**src/rv_exec_consts.svh**
```systemverilog
`ifndef RV_EXEC_CONSTS_SVH
`define RV_EXEC_CONSTS_SVH

`define XLEN 64

// major opcodes
`define OPC_OP        7'b0110011
`define OPC_OP_IMM    7'b0010011
`define OPC_OP_32     7'b0111011
`define OPC_OP_IMM_32 7'b0011011
`define OPC_BRANCH    7'b1100011

`define F7_MULDIV 7'b0000001 // m extension
`define F7_ALT    7'b0100000 // sub / sra

// restoring divider iterations
`define DIV_STEPS_D 64
`define DIV_STEPS_W 32

`endif

```
**src/rv_exec_pkg.sv**
```systemverilog
`default_nettype none

`include "rv_exec_consts.svh"

package rv_exec_pkg;

    typedef enum logic [4:0] {
        ALU_ADD,
        ALU_SUB,
        ALU_AND,
        ALU_OR,
        ALU_XOR,
        ALU_SLL,
        ALU_SRL,
        ALU_SRA,
        ALU_SLT,
        ALU_SLTU,
        ALU_MUL,
        ALU_BEQ,
        ALU_BNE,
        ALU_BLT,
        ALU_BGE,
        ALU_BLTU,
        ALU_BGEU,
        ALU_DIV,
        ALU_DIVU,
        ALU_REM,
        ALU_REMU
    } alu_op_e;

    typedef struct packed {
        logic [6:0] funct7;
        logic [4:0] rs2;
        logic [4:0] rs1;
        logic [2:0] funct3;
        logic [4:0] rd;
        logic [6:0] opcode;
    } r_view_t;

    typedef struct packed {
        logic [11:0] imm;
        logic [4:0]  rs1;
        logic [2:0]  funct3;
        logic [4:0]  rd;
        logic [6:0]  opcode;
    } i_view_t;

    // same instruction word, two field layouts
    typedef union packed {
        r_view_t r;
        i_view_t i;
    } insn_u;

    typedef struct packed {
        alu_op_e          op;
        logic             word;   // 32-bit form
        logic             is_div;
        logic [`XLEN-1:0] src1;
        logic [`XLEN-1:0] src2;
    } alu_req_t;

    typedef struct packed {
        logic             valid;
        logic             taken;
        logic [`XLEN-1:0] rd_val;
    } exec_rsp_t;

endpackage

`default_nettype wire

```
**src/exec_decoder.sv**
```systemverilog
`timescale 1ns/1ps
`default_nettype none

`include "rv_exec_consts.svh"

module exec_decoder (
    input  rv_exec_pkg::insn_u    insn,
    input  logic [`XLEN-1:0]      rs1_val,
    input  logic [`XLEN-1:0]      rs2_val,
    output rv_exec_pkg::alu_req_t req
);

    logic [6:0]           opcode;
    logic [2:0]           funct3;
    logic                 alt;
    logic                 is_imm;
    logic                 word;
    logic                 is_div;
    logic                 zext;
    logic [`XLEN-1:0]     imm_sext;
    logic [`XLEN-1:0]     shamt;
    logic [`XLEN-1:0]     src1;
    logic [`XLEN-1:0]     src2;
    rv_exec_pkg::alu_op_e op;

    assign opcode   = insn.r.opcode;
    assign funct3   = insn.r.funct3;
    assign alt      = insn.r.funct7[5]; // also imm[10] of srai
    assign is_imm   = (opcode == `OPC_OP_IMM) || (opcode == `OPC_OP_IMM_32);
    assign word     = (opcode == `OPC_OP_32) || (opcode == `OPC_OP_IMM_32);
    assign imm_sext = {{(`XLEN-12){insn.i.imm[11]}}, insn.i.imm};

    // shamt sits in rs2 plus funct7[0] for 64-bit shifts
    assign shamt = word ? {{(`XLEN-5){1'b0}}, insn.r.rs2}
                        : {{(`XLEN-6){1'b0}}, insn.r.funct7[0], insn.r.rs2};

    always_comb begin
        op = rv_exec_pkg::ALU_ADD;
        if (opcode == `OPC_BRANCH) begin
            case (funct3)
                3'b000:  op = rv_exec_pkg::ALU_BEQ;
                3'b001:  op = rv_exec_pkg::ALU_BNE;
                3'b100:  op = rv_exec_pkg::ALU_BLT;
                3'b101:  op = rv_exec_pkg::ALU_BGE;
                3'b110:  op = rv_exec_pkg::ALU_BLTU;
                default: op = rv_exec_pkg::ALU_BGEU;
            endcase
        end else if (!is_imm && insn.r.funct7 == `F7_MULDIV) begin
            case (funct3)
                3'b100:  op = rv_exec_pkg::ALU_DIV;
                3'b101:  op = rv_exec_pkg::ALU_DIVU;
                3'b110:  op = rv_exec_pkg::ALU_REM;
                3'b111:  op = rv_exec_pkg::ALU_REMU;
                default: op = rv_exec_pkg::ALU_MUL; // no mulh variants
            endcase
        end else begin
            case (funct3)
                3'b000:  op = (alt && !is_imm) ? rv_exec_pkg::ALU_SUB : rv_exec_pkg::ALU_ADD;
                3'b001:  op = rv_exec_pkg::ALU_SLL;
                3'b010:  op = rv_exec_pkg::ALU_SLT;
                3'b011:  op = rv_exec_pkg::ALU_SLTU;
                3'b100:  op = rv_exec_pkg::ALU_XOR;
                3'b101:  op = alt ? rv_exec_pkg::ALU_SRA : rv_exec_pkg::ALU_SRL;
                3'b110:  op = rv_exec_pkg::ALU_OR;
                default: op = rv_exec_pkg::ALU_AND;
            endcase
        end
    end

    assign is_div = op inside {rv_exec_pkg::ALU_DIV, rv_exec_pkg::ALU_DIVU,
                               rv_exec_pkg::ALU_REM, rv_exec_pkg::ALU_REMU};
    // unsigned word ops see the low half zero-extended
    assign zext   = word && (op inside {rv_exec_pkg::ALU_DIVU, rv_exec_pkg::ALU_REMU,
                                        rv_exec_pkg::ALU_SRL});

    always_comb begin
        src1 = rs1_val;
        src2 = rs2_val;
        if (is_imm) begin
            src2 = (op inside {rv_exec_pkg::ALU_SLL, rv_exec_pkg::ALU_SRL,
                               rv_exec_pkg::ALU_SRA}) ? shamt : imm_sext;
        end
        if (word) begin
            src1 = zext ? {{(`XLEN-32){1'b0}}, src1[31:0]}
                        : {{(`XLEN-32){src1[31]}}, src1[31:0]};
            src2 = zext ? {{(`XLEN-32){1'b0}}, src2[31:0]}
                        : {{(`XLEN-32){src2[31]}}, src2[31:0]};
        end
    end

    assign req = '{op: op, word: word, is_div: is_div, src1: src1, src2: src2};

endmodule

`default_nettype wire

```
**config.mk**
```make
export PLATFORM = sky130hd
export DESIGN_NAME = exec_decoder
export DESIGN_NICKNAME = d
export VERILOG_FILES = /design/src/rv_exec_pkg.sv /design/src/exec_decoder.sv
export VERILOG_INCLUDE_DIRS = /design/src
export SDC_FILE = /design/constraint.sdc
export NUM_CORES = 1
export LEC_CHECK = 0
export ABC_AREA = 1
export BUFFER_PORTS_ARGS = -buffer_cell sky130_fd_sc_hd__buf_2
export CORE_AREA = 2 2 114 116
export DETAILED_ROUTE_END_ITERATION = 10
export DIE_AREA = 0 0 116 118
export PLACE_DENSITY = 0.6
export SYNTH_ARGS = -nofsm -noshare
export SYNTH_HDL_FRONTEND = slang
export SYNTH_SLANG_ARGS = --single-unit
```
**constraint.sdc**
```tcl
create_clock -name vclk -period 3.52
set_input_delay 0.176 -clock vclk [all_inputs]
set_output_delay 0.176 -clock vclk [all_outputs]
set_load 0.02 [all_outputs]
```
==> summary.md <==
| Metric | Value |
|---|---|
| Status | `finished, final reports clean` |
| Largest net degree at the start of global routing | `66` |
| Detail Route Antenna Nets | `0` |
| Fraction of layout instances using a drive strength above 1 | `46.95%` |
| Share of the synthesized area in the top cell type | `47.84%` |
| Die width | `116 µm` |
| HPWL Detailed | `6.185 mm` |
| Nets | `752` |
| Max VDD drop | `0.00004191 V` |
| Seq_cells | `0` |
| Core area | `12,410 µm²` |
| Max-Cap Viols | `0` |
| Sequential Area | `0 µm²` |
| Post-synthesis sequential area ratio | `0%` |
| Post-CTS setup buffer count | `0` |
| DRT Pass-1 Iters | `4` |
| PortBufs | `223` |
| Tot GR Track Use | `10.51%` |
| Avg Synthesized Cell Area | `4.781 µm²` |
| RSZ-0062 raised after global routing | `no` |
| Hold slack final | `0.3520 ns` |
| Commonest non-fill, non-tap cells in the layout | `nand2_1, buf_2, nand2_2` |
| Cts hold-fix bufs | `0` |
| Hold Crit Start | `rs1_val[5]` |
| Worst min path class | `input port to output port` |
| Mapped Area | `2032 µm²` |
| Final GP Congestion | `0.8221` |
| Final Hold Vio Count | `0` |
| Residual DRC count | `0` |
| Fmax | `378.9 MHz` |
| Post-CTS Resized | `0` |
| Crit start category | `input port` |
| Vias in the first global route | `2,597` |
| Iter 0 DRT Violations | `110` |
| Synth Instances | `425` |
| Crit path required time | `3.34 ns` |
| Main area contributors after synthesis | `nand2_1, buf_4, nand2_2` |
| Layout fillers | `1,508` |
| Distinct cells, synth | `27` |
| Final Critical Period | `2.639 ns` |
| Critical Path Sink | `req[63]` |
| Area growth syn-to-layout | `45.51%` |
| Total gr overflow | `0` |
| Multi-input gate area | `1525 µm²` |
| Die height | `118 µm` |
| Layout clock buffers | `0` |
| Post-route setup TNS | `0 ns` |
| Power per cell area | `123.4 nW/µm²` |
| Final setup viols | `0` |
| Initial antenna violation count | `1` |
| First-pass GRT wire length | `12.13 mm` |
| Pins over their slew limit | `0` |
| Vias per inst | `3.823` |
| # rows | `41` |
| Die footprint | `13,690 µm²` |
| CP Launch Point | `insn[6]` |
| Boundary Pins | `295` |
| Final wirelength | `7.861 mm` |
| Syn Nets | `585` |
| Commonest non-fill, non-tap cell in the layout | `nand2_1` |
| DR vias | `2,917` |
| Pleak | `0.002222 µW` |
| Rel. slew slack | `29.41%` |
| Period utilization | `74.98%` |
| Synth area leader | `nand2_1` |
| Crit Path Class | `input port to output port` |
| Slew @ Worst Pin | `1.059 ns` |
| Initial Utilization | `16.37%` |
| Crit path capture type | `output port` |
| Arrival time worst endpoint | `2.46 ns` |
| Synth warn | `0` |
| Wire per inst | `10.30 µm` |
| CP Max Fanout | `53` |
[logic make-up (layout without fill, tap and decap cells)]
kind of cell | after synthesis | after routing | share of synthesized area (%)
buf+inv | 82 | 247 | 24.94
simple gates | 334 | 334 | 72.23
compound gates | 9 | 9 | 2.833
other cells | 0 | 1 | 0
[per-layer routing]
metal  part of all wire [%]  track usage, %  up-vias
li1                       -               -     1561
met1                     42           12.47     1205
met2                     50           20.03      141
met3                    7.4           1.184       10
met4                   0.98           1.935        0
met5                      0               0        -
[synth_stat cells (2+ instances only)]
cell type	count
nand2_2	34
nor2_4	4
nand3_1	15
a21oi_1	2
nand2_8	2
buf_4	34
buf_6	9
o21ai_0	2
buf_2	3
clkbuf_1	13
inv_2	2
inv_1	19
nand2_4	3
nand2_1	259
nor2_1	8
nor2_2	5
[cell type report]
class	instances	share of cell area [%]
diodes	1	0.08464
inverters	22	2.793
multi-input cells	343	51.59
well taps	172	7.279
repair buffers	225	38.26
[power by group]
group	internal (µW)	switching [µW]	leakage [µW]
Sequential	0	0	0
Clock	0.0000382	0	0.00000000634
Combinational	146	218	0.00222
Total	146	218	0.00222
[worst min-delay path by stage]
stage / to / slack, ns / cells after the start
floorplan: req[64] / 0.46 / 1
global placement: req[68] / 0.35 / 0
detailed placement: req[68] / 0.35 / 0
CTS: req[68] / 0.35 / 0
global route: req[64] / 0.35 / 0
finish: req[69] / 0.35 / 0
[stage by stage]
step / setup slack, ns / instances / instance area, µm² / power (µW) / util [%]
after detailed placement: 0.8644 / 762 / 2954 / 366.7 / 23.80
after global placement: 0.8410 / 762 / 2954 / 365.8 / 23.80
after CTS: 0.8638 / 762 / 2954 / 368.4 / 23.80
after global routing: 0.6271 / 763 / 2957 / 402.7 / 23.82
final: 0.8806 / 763 / 2957 / 364.7 / 23.82
after floorplan: 1.472 / 425 / 2032 / 271.5 / -
[critical path, cell delays in order]
cell and delay [ns]:
buf_2 0.10, inv_1 0.06, nand2_1 0.07, nor2_2 0.09
nand2_2 0.13, nand2_4 0.14, nand3_1 0.08, o21ai_1 0.14
nand2_1 0.12, nand2_2 0.10, nand2_4 0.10, nand2_8 0.30
nand2_8 0.07, nand2_4 0.43, nand2_1 0.14, buf_2 0.19
No activity file was read; power rests on OpenSTA's default activity.
