$ cat config.mk
export PLATFORM = sky130hd
export DESIGN_NAME = exec_ctrl
export DESIGN_NICKNAME = d
export VERILOG_FILES = /design/src/rv_exec_pkg.sv /design/src/exec_ctrl.sv
export VERILOG_INCLUDE_DIRS = /design/src
export SDC_FILE = /design/constraint.sdc
export NUM_CORES = 1
export LEC_CHECK = 0
export CORE_AREA = 8 8 124 126
export DETAILED_ROUTE_END_ITERATION = 6
export DIE_AREA = 0 0 132 134
export DONT_BUFFER_PORTS = 1
export GPL_TIMING_DRIVEN = 0
export PLACE_DENSITY = 0.39
export SLEW_MARGIN = 20
export SYNTH_ARGS = -nofsm -noshare
export SYNTH_HDL_FRONTEND = slang
export SYNTH_SLANG_ARGS = --single-unit
export TNS_END_PERCENT = 10
$ cat constraint.sdc
create_clock -name clk -period 4.8 [get_ports clk]
set_input_delay 0.24 -clock clk [delete_from_list [all_inputs] [get_ports clk]]
set_output_delay 0.24 -clock clk [all_outputs]
set_load 0.005 [all_outputs]
$ cat src/rv_exec_consts.svh
`ifndef RV_EXEC_CONSTS_SVH
`define RV_EXEC_CONSTS_SVH

`define XLEN 64

// major opcodes
`define OPC_OP        7'b0110011
`define OPC_OP_IMM    7'b0010011
`define OPC_OP_32     7'b0111011
`define OPC_OP_IMM_32 7'b0011011
`define OPC_BRANCH    7'b1100011

`define F7_MULDIV 7'b0000001 // m extension
`define F7_ALT    7'b0100000 // sub / sra

// restoring divider iterations
`define DIV_STEPS_D 64
`define DIV_STEPS_W 32

`endif

$ cat src/rv_exec_pkg.sv
`default_nettype none

`include "rv_exec_consts.svh"

package rv_exec_pkg;

    typedef enum logic [4:0] {
        ALU_ADD,
        ALU_SUB,
        ALU_AND,
        ALU_OR,
        ALU_XOR,
        ALU_SLL,
        ALU_SRL,
        ALU_SRA,
        ALU_SLT,
        ALU_SLTU,
        ALU_MUL,
        ALU_BEQ,
        ALU_BNE,
        ALU_BLT,
        ALU_BGE,
        ALU_BLTU,
        ALU_BGEU,
        ALU_DIV,
        ALU_DIVU,
        ALU_REM,
        ALU_REMU
    } alu_op_e;

    typedef struct packed {
        logic [6:0] funct7;
        logic [4:0] rs2;
        logic [4:0] rs1;
        logic [2:0] funct3;
        logic [4:0] rd;
        logic [6:0] opcode;
    } r_view_t;

    typedef struct packed {
        logic [11:0] imm;
        logic [4:0]  rs1;
        logic [2:0]  funct3;
        logic [4:0]  rd;
        logic [6:0]  opcode;
    } i_view_t;

    // same instruction word, two field layouts
    typedef union packed {
        r_view_t r;
        i_view_t i;
    } insn_u;

    typedef struct packed {
        alu_op_e          op;
        logic             word;   // 32-bit form
        logic             is_div;
        logic [`XLEN-1:0] src1;
        logic [`XLEN-1:0] src2;
    } alu_req_t;

    typedef struct packed {
        logic             valid;
        logic             taken;
        logic [`XLEN-1:0] rd_val;
    } exec_rsp_t;

endpackage

`default_nettype wire

$ cat src/exec_ctrl.sv
`timescale 1ns/1ps
`default_nettype none

`include "rv_exec_consts.svh"

module exec_ctrl (
    input  logic                   clk,
    input  logic                   rst_n,
    input  logic                   issue,
    input  rv_exec_pkg::alu_req_t  req,
    input  logic [`XLEN-1:0]       alu_res,
    input  logic                   cmp_true,
    input  logic                   last_step,
    input  logic [`XLEN-1:0]       div_res,
    output logic                   div_start,
    output logic                   div_step,
    output logic                   busy,
    output rv_exec_pkg::exec_rsp_t rsp
);

    typedef enum logic [1:0] {
        S_IDLE,
        S_DIV,
        S_RESP
    } state_e;

    state_e           state;
    logic             accept_alu;
    logic             is_branch;
    logic             rsp_valid;
    logic             rsp_taken;
    logic [`XLEN-1:0] rsp_val;

    assign is_branch  = req.op inside {rv_exec_pkg::ALU_BEQ, rv_exec_pkg::ALU_BNE,
                                       rv_exec_pkg::ALU_BLT, rv_exec_pkg::ALU_BGE,
                                       rv_exec_pkg::ALU_BLTU, rv_exec_pkg::ALU_BGEU};
    assign accept_alu = issue && (state == S_IDLE) && !req.is_div;
    assign div_start  = issue && (state == S_IDLE) && req.is_div;
    assign div_step   = (state == S_DIV);
    assign busy       = (state != S_IDLE);

    always_ff @(posedge clk or negedge rst_n) begin
        if (!rst_n) begin
            state     <= S_IDLE;
            rsp_valid <= 1'b0;
        end else begin
            rsp_valid <= 1'b0; // one-cycle pulse
            case (state)
                S_IDLE: begin
                    if (div_start) begin
                        state <= S_DIV;
                    end else if (accept_alu) begin
                        rsp_valid <= 1'b1;
                    end
                end
                S_DIV: begin
                    if (last_step) begin
                        state <= S_RESP; // div_res settles after the last step
                    end
                end
                default: begin
                    rsp_valid <= 1'b1;
                    state     <= S_IDLE;
                end
            endcase
        end
    end

    // holds between responses
    always_ff @(posedge clk) begin
        if (accept_alu) begin
            rsp_taken <= is_branch && cmp_true;
            rsp_val   <= is_branch ? '0 : alu_res;
        end else if (state == S_RESP) begin
            rsp_taken <= 1'b0;
            rsp_val   <= div_res;
        end
    end

    assign rsp = '{valid: rsp_valid, taken: rsp_taken, rd_val: rsp_val};

endmodule

`default_nettype wire

==> results by stage <==
Yosys:
- Sorting the synthesized cells by area gives the leading types as edfxtp_1 (59%), nand2_1 (15%), o21ai_2 (13%), buf_12 (3.0%), dfrtp_1 (2.3%).
- Yosys mapped a number of flops with a built-in enable equal to 65.
- The post-synthesis sequential area ratio is 0.610.
- The top cell type's share of synthesized area is 0.587.
- The post-synthesis net count is 567.
- In this run the cell area of the synthesized design comes to 3320 um2.
- The cell type with the highest aggregate area in the netlist is edfxtp_1.
- The most instantiated library cell after synthesis is nand2_1.
- The average instance in the mapped netlist occupies 11.1 um2.
- The dominant register cell in the synthesized netlist is edfxtp_1.
- The async set-or-reset flop fraction in the synthesized netlist is 0.0441.
- Counting distinct cell types in the post-synthesis netlist gives 22.
- During synthesis, Yosys emitted a total of 0 warnings.
- Synthesis produced a netlist whose cell count is 299.
- By count the netlist is led by nand2_1 (129), edfxtp_1 (65), o21ai_2 (50).
- The synthesized design contains 68 register bits.

Critical path:
- The critical path goes through or4b_1 > nand2b_1 > nor2b_4 > buf_16 > buf_16.
- The data arrival time of the worst path is 2.34 ns.
- The number of buffers and inverters on the critical path is 2.
- In this run the worst path has a maximum fanout of 23.
- At the worst endpoint, the required time is 4.83 ns.
- The cell occurring most often along the worst timing path is buf_16.
- The delay of the slowest cell on the worst path is 0.56 ns.
- The worst setup path is captured at a register.
- Among all stages on the critical path, the largest delay is contributed by or4b_1.
- The kind of cell adding the most delay to the critical path is simple AND/OR/NAND/NOR gates.
- The kind of critical path is register to register.
- The launching element type of the critical path is a register.

Clock network:
- TritonCTS built the clock tree.
- Clock tree synthesis found a total of 68 sinks.
- The setup fix buffers added after clock tree synthesis is 0.
- The number of buffers created by CTS is 9.
- Clock-pin slew was measured on the worst setup and hold paths at 0.06 ns.
- The CTS H-tree depth is 3.
- The maximum clock path buffer count is 2.
- The tree is rooted in a clkbuf_16.
- The worst-skew pair later-pin latency is 0.33 ns.

Global route:
- The number of global-route vias before repair is 2499.
- The wire length of the first global-routing pass is 15400 um.
- The number of antenna violations at the first check in global routing is 1.
- The total congestion overflow after global routing is 0.
- The overall routing resource usage is 0.116.
- The pin count of the biggest net entering global routing is 24.

Placed design:
- The number of placed instances, taps included, is 482.
- The worst slack after detailed placement is 2.47 ns.
- The number of buffers inserted by port buffering is 0.
- Detailed placement ended at an HPWL of 8010 um.
- At the end of routability-driven placement, the weighted congestion stood at 0.728.

STA:
- Setup repair after global routing left no endpoint under its margin.
- The total count of max-transition violations in the final report came to 0.
- The worst setup skew after layout is 0.00509 ns.
- The total count of hold-check failures in the final report is 0.
- Setup violations remaining at the end of the flow were counted as 0.
- The worst path in the final design needs a cycle of 2.31 ns, including I/O delays and setup.
- The worst slew margin relative to its limit is 0.659.
- The post-layout worst setup margin is 2.49 ns.
- The maximum frequency from static timing analysis is 0.433 GHz.
- At the pin with the least slew margin, the transition time is 0.510 ns.
- The portion of the clock cycle consumed by the worst path in the final layout is 0.481.

Finish:
- Relative to the synthesized area, the layout overhead comes to 18.0%.
- Registers take 2030 um2.
- The multi-input combinational cells in the finished layout cover a total of 1110 um2.
- The repair_antennas step left the layout with diodes totalling 0.
- After the last flow step, the layout net total stands at 582.
- The count of non-filler cells in the finished layout is 497.
- The filler cells instantiated in the layout total 1405.
- Of the cells placed in the final design, the portion with a size suffix greater than 1 is 0.265.
- For this run, the share of the core covered by cells in the final layout is 0.290.

Detailed routing:
- The detail route stage leaves a number of antenna-violating nets equal to 0.
- The first-pass iteration count of the detailed router is 4.
- The detailed router finished its first iteration with 56 violations.
- The final wirelength is 10200 um.
- The number of remaining DRC errors is 0.
- The via density per instance is 4.58.
- Detailed routing inserted a total of 2278 vias.
- The detailed-route wire length per cell is 20.5 um.

Floorplanning:
- Pin placement for this block handled 337 I/O pins.
- The vertical die dimension is 134 um.
- The initial utilization of the core area, before any placement, comes to 0.246.
- The core outline area is 13500 um2.
- The floorplan step defined a die boundary enclosing 17700 um2.
- The floorplan has 43 rows.
- From left edge to right edge, the die measures 132 um.

Power and ir drop:
- In this run the static leakage power is 1.40 nW.
- Power spread over the standard cell area amounts to 403 nW/um2.
- The largest vdd supply drop is 0.144 mV.
- The total design power is 1.58 mW.

Run status:
- The run finished with clean final reports.

Run:
- The tool flagged a number of max-cap violations equal to 0.

Min path:
- The path class of the tightest hold or removal check is input pin to register.
-- per-stage QoR --
stage	hold slack [ns]	setup TNS (ns)	cell area (um2)
after global placement	-0.0554	-88.92	3550
final	0.0410	0	3920
after detailed placement	-0.0554	0	3640
after global routing	0.0261	0	3920
after floorplan	-0.0556	0	3320
after CTS	0.0174	0	3920
-- cell type report --
type | instances | area share
Sequential cell | 68 | 0.517
Multi-Input combinational cell | 207 | 0.282
Clock buffer | 10 | 0.0584
Tap cell | 180 | 0.0574
Buffer | 23 | 0.0498
Timing Repair Buffer | 4 | 0.0236
Clock inverter | 4 | 0.0108
Inverter | 1 | 0.000957
-- placed cells by master, fill, tap and decap left out, types with 2 or more instances in the layout --
cell type  instances
buf_12             5
buf_16             3
buf_2              7
buf_4              3
clkbuf_1           8
clkbuf_16          9
clkinv_1           2
dfrtp_1            3
edfxtp_1          65
nand2_1          129
nor2_1             2
o21ai_0           14
o21ai_2           50
or4b_1             2
-- timing repair --
item                                   4_1_cts  5_1_grt
endpoints found under the hold margin        3        0
hold buffers                                 1        0
gates resized for setup                      0        0
-- power breakdown --
| part | internal, mW | switching (mW) | total (mW) |
|---|---|---|---|
| Clock | 0.392 | 0.235 | 0.627 |
| Sequential | 0.725 | 0.0337 | 0.758 |
| Combinational | 0.0762 | 0.118 | 0.194 |
| Total | 1.19 | 0.386 | 1.58 |
-- worst reg2reg max path, stage by stage, from the launching register on --
cell      delay [ns]
dfrtp_1         0.45
or4b_1          0.56
nand2b_1        0.12
nor2b_4         0.47
buf_16          0.21
buf_16          0.18
-- flip-flops by register name, indices dropped and copies added, names as in the netlist --
name	flops
rsp_taken	1
rsp_val	64
rsp_valid	1
state	2
-- cell families (layout without fill, tap and decap cells) --
kind of cell | Yosys count | in the layout | share of synthesized area
buf+inv | 24 | 42 | 0.0598
mux | 1 | 1 | 0.00339
flops | 68 | 68 | 0.610
compound gates | 66 | 66 | 0.159
simple gates | 140 | 140 | 0.168
-- worst paths after layout --
path	start	slack, ns	end	depth (start not counted)
max in group asynchronous	rst_n	4.49	rsp_valid	1
worst min-delay path	last_step	0.04	state[1]	1
worst max-delay path	state[0]	2.49	rsp_val[14]	5
worst max register to register	state[0]	2.49	rsp_val[14]	5
min in group asynchronous	rst_n	0.16	state[1]	1
worst min register to register	state[1]	0.50	state[0]	1
-- metal layers --
layer | global-route usage | share of wire | up-vias | wire length [um]
met5 | 0 | 0.0013 | - | 13
met4 | 0.0466 | 0.016 | 2 | 160
met3 | 0.0651 | 0.12 | 12 | 1240
met2 | 0.165 | 0.43 | 149 | 4370
met1 | 0.142 | 0.43 | 1055 | 4410
li1 | - | - | 1060 | -
No activity file was read; power rests on OpenSTA's default activity.
