File: src/rv_exec_consts.svh
`ifndef RV_EXEC_CONSTS_SVH
`define RV_EXEC_CONSTS_SVH

`define XLEN 64

// major opcodes
`define OPC_OP        7'b0110011
`define OPC_OP_IMM    7'b0010011
`define OPC_OP_32     7'b0111011
`define OPC_OP_IMM_32 7'b0011011
`define OPC_BRANCH    7'b1100011

`define F7_MULDIV 7'b0000001 // m extension
`define F7_ALT    7'b0100000 // sub / sra

// restoring divider iterations
`define DIV_STEPS_D 64
`define DIV_STEPS_W 32

`endif

File: src/div_step_counter.sv
`timescale 1ns/1ps
`default_nettype none

`include "rv_exec_consts.svh"

module div_step_counter (
    input  logic clk,
    input  logic rst_n,
    input  logic load,
    input  logic word,
    input  logic step,
    output logic last_step
);

    logic [6:0] count; // iterations left

    always_ff @(posedge clk or negedge rst_n) begin
        if (!rst_n) begin
            count <= '0;
        end else if (load) begin
            count <= word ? 7'(`DIV_STEPS_W) : 7'(`DIV_STEPS_D);
        end else if (step && count != '0) begin
            count <= count - 7'd1;
        end
    end

    assign last_step = step && (count == 7'd1);

endmodule

`default_nettype wire

File: config.mk
export PLATFORM = sky130hd
export DESIGN_NAME = div_step_counter
export DESIGN_NICKNAME = d
export VERILOG_FILES = /design/src/div_step_counter.sv
export VERILOG_INCLUDE_DIRS = /design/src
export SDC_FILE = /design/constraint.sdc
export NUM_CORES = 1
export LEC_CHECK = 0
export BUFFER_PORTS_ARGS = -buffer_cell sky130_fd_sc_hd__buf_2
export CAP_MARGIN = 20
export CORE_MARGIN = 2
export CORE_UTILIZATION = 32
export CTS_CLUSTER_SIZE = 20
export DETAILED_ROUTE_END_ITERATION = 6
export PLACE_DENSITY = 0.58
export RECOVER_POWER = 25
export SLEW_MARGIN = 20
export SYNTH_ARGS = -nofsm -noshare
export SYNTH_HDL_FRONTEND = slang
export SYNTH_SLANG_ARGS = --single-unit
export TNS_END_PERCENT = 50
File: constraint.sdc
create_clock -name clk -period 1.9 [get_ports clk]
set_input_delay 0.095 -clock clk [delete_from_list [all_inputs] [get_ports clk]]
set_output_delay 0.095 -clock clk [all_outputs]
set_load 0.005 [all_outputs]
==> impl_metrics.yaml, run 1 <==
global_route:
  grt_pass1_wl_um: 1320
  grt_max_degree: 12
  grt_pass1_vias: 300
  grt_overflow: 0
  antenna_found_initial: 0
  grt.total_usage_pct: 13.0
floorplanning:
  start_util_pct: 33.9
  die_width_um: 41.2
  die_h_um: 41.2
  core_mm2: 0.00130
  io_pins: 6
  rows: 13
  die_area_mm2: 0.00169
synth:
  synth_commonest_cells: "dfrtp_1, nor2_1"
  yosysSeqAreaShare_pct: 39.7
  ys_seq_elements: 7
  synth_nets: 54
  yosysWarnings: 0
  synth_area_leaders: "dfrtp_1, ha_1, nor2_1"
  syn_inst: 46
  avgSynthCellArea_um2: 9.60
  synth_top_cell_by_area: "dfrtp_1"
  synth-edff-count: 0
  synth_cell_types: 22
  synthArstFlopShare_pct: 100
  syn_area_um2: 442
  ys.flop_type: "dfrtp_1"
  synth_top_area_share_pct: 39.7
cts:
  cts_tree: "built"
  numCtsBuffers: 3
  ctsLongestPathBuffers: 2
  cts_sinks: 7
  clk_pin_slew_worst_paths_ns: 0.05
  post-cts-setup-buffers: 0
  clk_latency_ns: 0.25
  htreeDepth: 1
  root_buffer: "clkbuf_4"
sta:
  worst_clock_skew_ns: 0.00303
  rsz0062_at_grt: "no"
  period_needed_ns: 1.74
  slew_violations: 0
  fmax_mhz: 574
  setup_viol_count_final: 0
  finalSetupTns_ns: 0
  period_share_pct: 91.6
  maxSlewHeadroom_pct: 73.5
  worst_slew_pin_slew_ns: 0.398
  finalHoldViolCount: 0
finish:
  final_core_util_pct: 40.0
  diodes: 0
  nets: 64
  reg.largest.list: "count: 7 flops"
  largest_register: "count"
  area.growth.synth_to_final_pct: 17.8
  drive_above_1_share_pct: 18.2
  largest_register_ffs: 7
  final_area_um2: 520
worst_hold_path:
  min_to: "count[6]$_DFFE_PN0P_"
  min-delay-start: "word"
  hold_depth: 2
  hp-class: "input pin to register"
setup_path:
  reg2regPathDepth: 6
  cp_slowest_stage_delay_ns: 0.42
  start_kind: "register"
  slowest_stage: "dfrtp_1"
  rrSetupSlack_ns: 0.16
  end_kind: "register"
  worstPathCellList: "inv_1 -> ha_1 -> nor2b_1 -> a21boi_2 -> and3_1 -> a221o_1"
  worstPathMaxFanout: 7
  required_ns: 2.04
  reg2reg_from: "count[0]$_DFFE_PN0P_"
  critPathKind: "register to register"
  crit_arrival_ns: 1.88
  r2r_end: "count[5]$_DFFE_PN0P_"
route:
  vias_per_cell: 5.11
  vias: 358
  detail-route-antenna-nets: 0
  wirelength_um: 798
  drt_iter0_drc: 2
  drcViolationCount: 0
  drt_pass1_iterations: 2
  wl_per_cell_um: 11.4
power:
  powerDensity_mw_per_mm2: 996
  power.leakage_nw: 0.220
  vdd_drop_max_uv: 502
place:
  portBuffers: 5
  gp_congestion: 0.738
  post-dp-hpwl_um: 624
  dpl_cell_area_um2: 480
run_status:
  status: "complete, no violations"
run:
  drv_cap: 0
critical path: cells and delay by family, from the launching register on:
family	cells	cell delay (ns)
compound gates	2	0.45
fa+ha+maj	1	0.17
buf+inv	1	0.10
flops	1	0.42
simple gates	2	0.49
power breakdown:
group,total (mW),switching (mW),internal [mW]
registers,0.221,0.0449,0.177
clock network,0.132,0.0521,0.0799
logic,0.165,0.0850,0.0801
total,0.519,0.182,0.337
cell families (layout without fill, tap and decap cells):
logic type,Yosys count,count (layout),share of synthesized area (%)
and+or+nand+nor,19,19,24.6
DFF,7,7,39.7
adders and majority gates,3,3,8.50
AOI/OAI and AO/OA,11,11,19.5
xor gates and xnor gates,2,2,3.97
buffers and inverters,4,13,3.68
metal layers:
layer  global-route usage, %  up-vias  part of all wire [%]  wire, um
li1                        -      187                     -         -
met5                       0        -                     0         0
met2                    17.2        5                    49       388
met3                    9.78        2                   5.0        40
met1                    15.7      164                    45       361
met4                    4.84        0                   1.0         8
cell usage in the layout, fill, tap and decap left out, types with 2 or more instances in the layout:
cell / synthesis / routed
a211oi_1: 3 / 3
a21oi_1: 3 / 3
buf_2: 1 / 4
clkbuf_1: 0 / 2
clkbuf_4: 0 / 3
dfrtp_1: 7 / 7
ha_1: 3 / 3
inv_1: 3 / 3
nand2_1: 2 / 2
nor2_1: 7 / 7
nor3_1: 3 / 3
xnor2_1: 2 / 2
metrics by stage:
| step | hold WS, ns | setup slack [ns] | instances | power [mW] |
|---|---|---|---|---|
| after floorplan | -0.201 | 0.332 | 46 | 0.344 |
| after global placement | -0.0607 | 0.185 | 65 | 0.380 |
| after detailed placement | -0.0618 | 0.157 | 65 | 0.381 |
| after CTS | 0.0335 | 0.146 | 70 | 0.521 |
| after global routing | 0.0391 | 0.00365 | 70 | 0.565 |
| final | 0.0388 | 0.159 | 70 | 0.519 |
worst max path at each step:
stage	depth (start not counted)	from	endpoint
after floorplan	6	count[0]$_DFFE_PN0P_	count[4]$_DFFE_PN0P_
after global placement	6	count[0]$_DFFE_PN0P_	count[4]$_DFFE_PN0P_
after detailed placement	6	count[0]$_DFFE_PN0P_	count[4]$_DFFE_PN0P_
after CTS	6	count[0]$_DFFE_PN0P_	count[4]$_DFFE_PN0P_
after global routing	6	count[0]$_DFFE_PN0P_	count[5]$_DFFE_PN0P_
final	6	count[0]$_DFFE_PN0P_	count[5]$_DFFE_PN0P_
area by class of cell:
type | count | area, um^2
inverter | 3 | 11.3
multi-input combinational | 35 | 255
clock buffer | 4 | 26.3
timing repair buffer | 6 | 33.8
fill | 149 | 781
tap | 15 | 18.8
sequential | 7 | 175
repair_timing:
item,in CTS,in global routing
setup endpoints to repair,0,1
gates resized for setup,0,1
endpoints found under the hold margin,7,0
hold buffers,1,0
(Power assumes the default switching activity.)
==> inputs of run 2 (changes only) <==
--- a/config.mk
+++ b/config.mk
@@ -12,7 +12,6 @@
 export CORE_UTILIZATION = 32
 export CTS_CLUSTER_SIZE = 20
 export DETAILED_ROUTE_END_ITERATION = 6
-export PLACE_DENSITY = 0.58
 export RECOVER_POWER = 25
 export SLEW_MARGIN = 20
 export SYNTH_ARGS = -nofsm -noshare
==> impl_metrics.yaml, run 2 (synthesized netlist as in run 1, its figures left out) <==
run_status:
  status: "complete, no violations"
global_route:
  grt_max_degree: 12
  grt_overflow: 0
  grt_busiest_layer: "met2"
  antenna_found_initial: 0
  gr-usage-met3_pct: 9.78
  met2_usage_pct: 23.8
  grt_pass1_vias: 368
  gr-usage-met1_pct: 20.5
  grt_pass1_wl_um: 1660
  grt.total_usage_pct: 16.2
sta:
  slew_violations: 0
  maxSlewHeadroom_pct: 73.3
  period_needed_ns: 1.69
  worst_slew_pin_slew_ns: 0.401
  fmax_mhz: 591
  final.setup.worst_slack_ns: 0.207
  hold_ws_ns: 0.0358
  rsz0062_at_grt: "no"
  finalSetupTns_ns: 0
  setup_viol_count_final: 0
  period_share_pct: 89.1
  worst_clock_skew_ns: 0.0103
  finalHoldViolCount: 0
setup_path:
  end_kind: "register"
  rrSetupSlack_ns: 0.21
  critPathKind: "register to register"
  required_ns: 2.04
  reg2reg_from: "count[1]$_DFFE_PN0P_"
  crit_arrival_ns: 1.84
  reg2regPathDepth: 6
  start_kind: "register"
  r2r_end: "count[5]$_DFFE_PN0P_"
  worstPathMaxFanout: 7
cts:
  clk_latency_ns: 0.26
  htreeDepth: 1
  cts_sinks: 7
  ctsLongestPathBuffers: 2
  numCtsBuffers: 3
  post-cts-setup-buffers: 0
  clk_pin_slew_worst_paths_ns: 0.06
  cts_tree: "built"
  root_buffer: "clkbuf_4"
power:
  vdd_drop_max_uv: 505
  p_total_mw: 0.525
  power.leakage_nw: 0.224
  powerDensity_mw_per_mm2: 1000
floorplanning:
  io_pins: 6
  core_mm2: 0.00130
  start_util_pct: 33.9
  die_h_um: 41.2
  die_area_mm2: 0.00169
  rows: 13
  die_width_um: 41.2
finish:
  nets: 65
  area.growth.synth_to_final_pct: 18.4
  n_fill_cell: 138
  reg.largest.list: "count: 7 flops"
  largest_register_ffs: 7
  largest_register: "count"
  layout.cells.non_filler: 71
  multiInputGateArea_um2: 250
  regArea_um2: 175
  diodes: 0
  final_cell_mix: "nor2_1, dfrtp_1, buf_2"
  drive_above_1_share_pct: 17.9
run:
  drv_cap: 0
place:
  portBuffers: 5
  dp_slack_ns: 0.207
  gp_congestion: 0.772
  post-place-cells: 66
  post-dp-hpwl_um: 642
route:
  wl_per_cell_um: 12.1
  detail-route-antenna-nets: 0
  vias_per_cell: 5.23
  vias: 371
  wirelength_um: 862
  drt_iter0_drc: 3
  drcViolationCount: 0
  drt_pass1_iterations: 3
worst_hold_path:
  min_to: "count[6]$_DFFE_PN0P_"
  hp-class: "input pin to register"
  min-delay-start: "word"
  hold_depth: 2
run 2: cell count changes in the layout (fill, tap and decap cells not counted), sizes merged:
| cell | previous run | this run |
|---|---|---|
| buf | 4 | 5 |
run 2: layer usage:
layer | vias to the layer above | part of all wire, %
li1 | 189 | -
met1 | 175 | 47
met2 | 7 | 47
met3 | 0 | 5.5
met4 | 0 | 0
met5 | - | 0
run 2: report_power, final:
part / total, mW / switching [mW] / internal (mW)
logic: 0.170 / 0.0872 / 0.0832
registers: 0.217 / 0.0409 / 0.176
clock network: 0.137 / 0.0571 / 0.0803
run 2: stage by stage:
| stage | util [%] | area [um^2] |
|---|---|---|
| 5_1_grt | 40.2 | 523 |
| 4_1_cts | 40.3 | 524 |
| 3_3_place_gp | 37.5 | 488 |
| 2_1_floorplan | - | 442 |
| 6_report | 40.2 | 523 |
| 3_5_place_dp | 37.5 | 488 |
run 2: worst max-delay path by stage:
stage	start	endpoint	slack (ns)	cells past startpoint
after global placement	count[1]$_DFFE_PN0P_	count[5]$_DFFE_PN0P_	0.20	6
final	count[1]$_DFFE_PN0P_	count[5]$_DFFE_PN0P_	0.21	6
after detailed placement	count[1]$_DFFE_PN0P_	count[5]$_DFFE_PN0P_	0.21	6
after global routing	count[1]$_DFFE_PN0P_	count[5]$_DFFE_PN0P_	0.09	6
after CTS	count[1]$_DFFE_PN0P_	count[5]$_DFFE_PN0P_	0.19	6
after floorplan	count[0]$_DFFE_PN0P_	count[4]$_DFFE_PN0P_	0.33	6
run 2: final cells by class:
class / count / share of cell area (%)
inverters: 3 / 2.15
repair buffers: 7 / 7.89
flip-flops and latches: 7 / 33.5
clock buffers: 4 / 5.02
well taps: 15 / 3.59
multi-input cells: 35 / 47.8
run 2: critical path, cell delays in order, from the launching register on:
cell and delay, ns:
dfrtp_1 0.40, inv_1 0.10, ha_1 0.17, nor2b_1 0.27, a21boi_2 0.16, and3_1 0.20, a221o_1 0.28
run 2: timing repair:
| item | in CTS | in global routing |
|---|---|---|
| resized for setup | 0 | 0 |
| hold buffers | 1 | 0 |
| endpoints found under the setup margin | 0 | 0 |
| endpoints found under the hold margin | 7 | 0 |
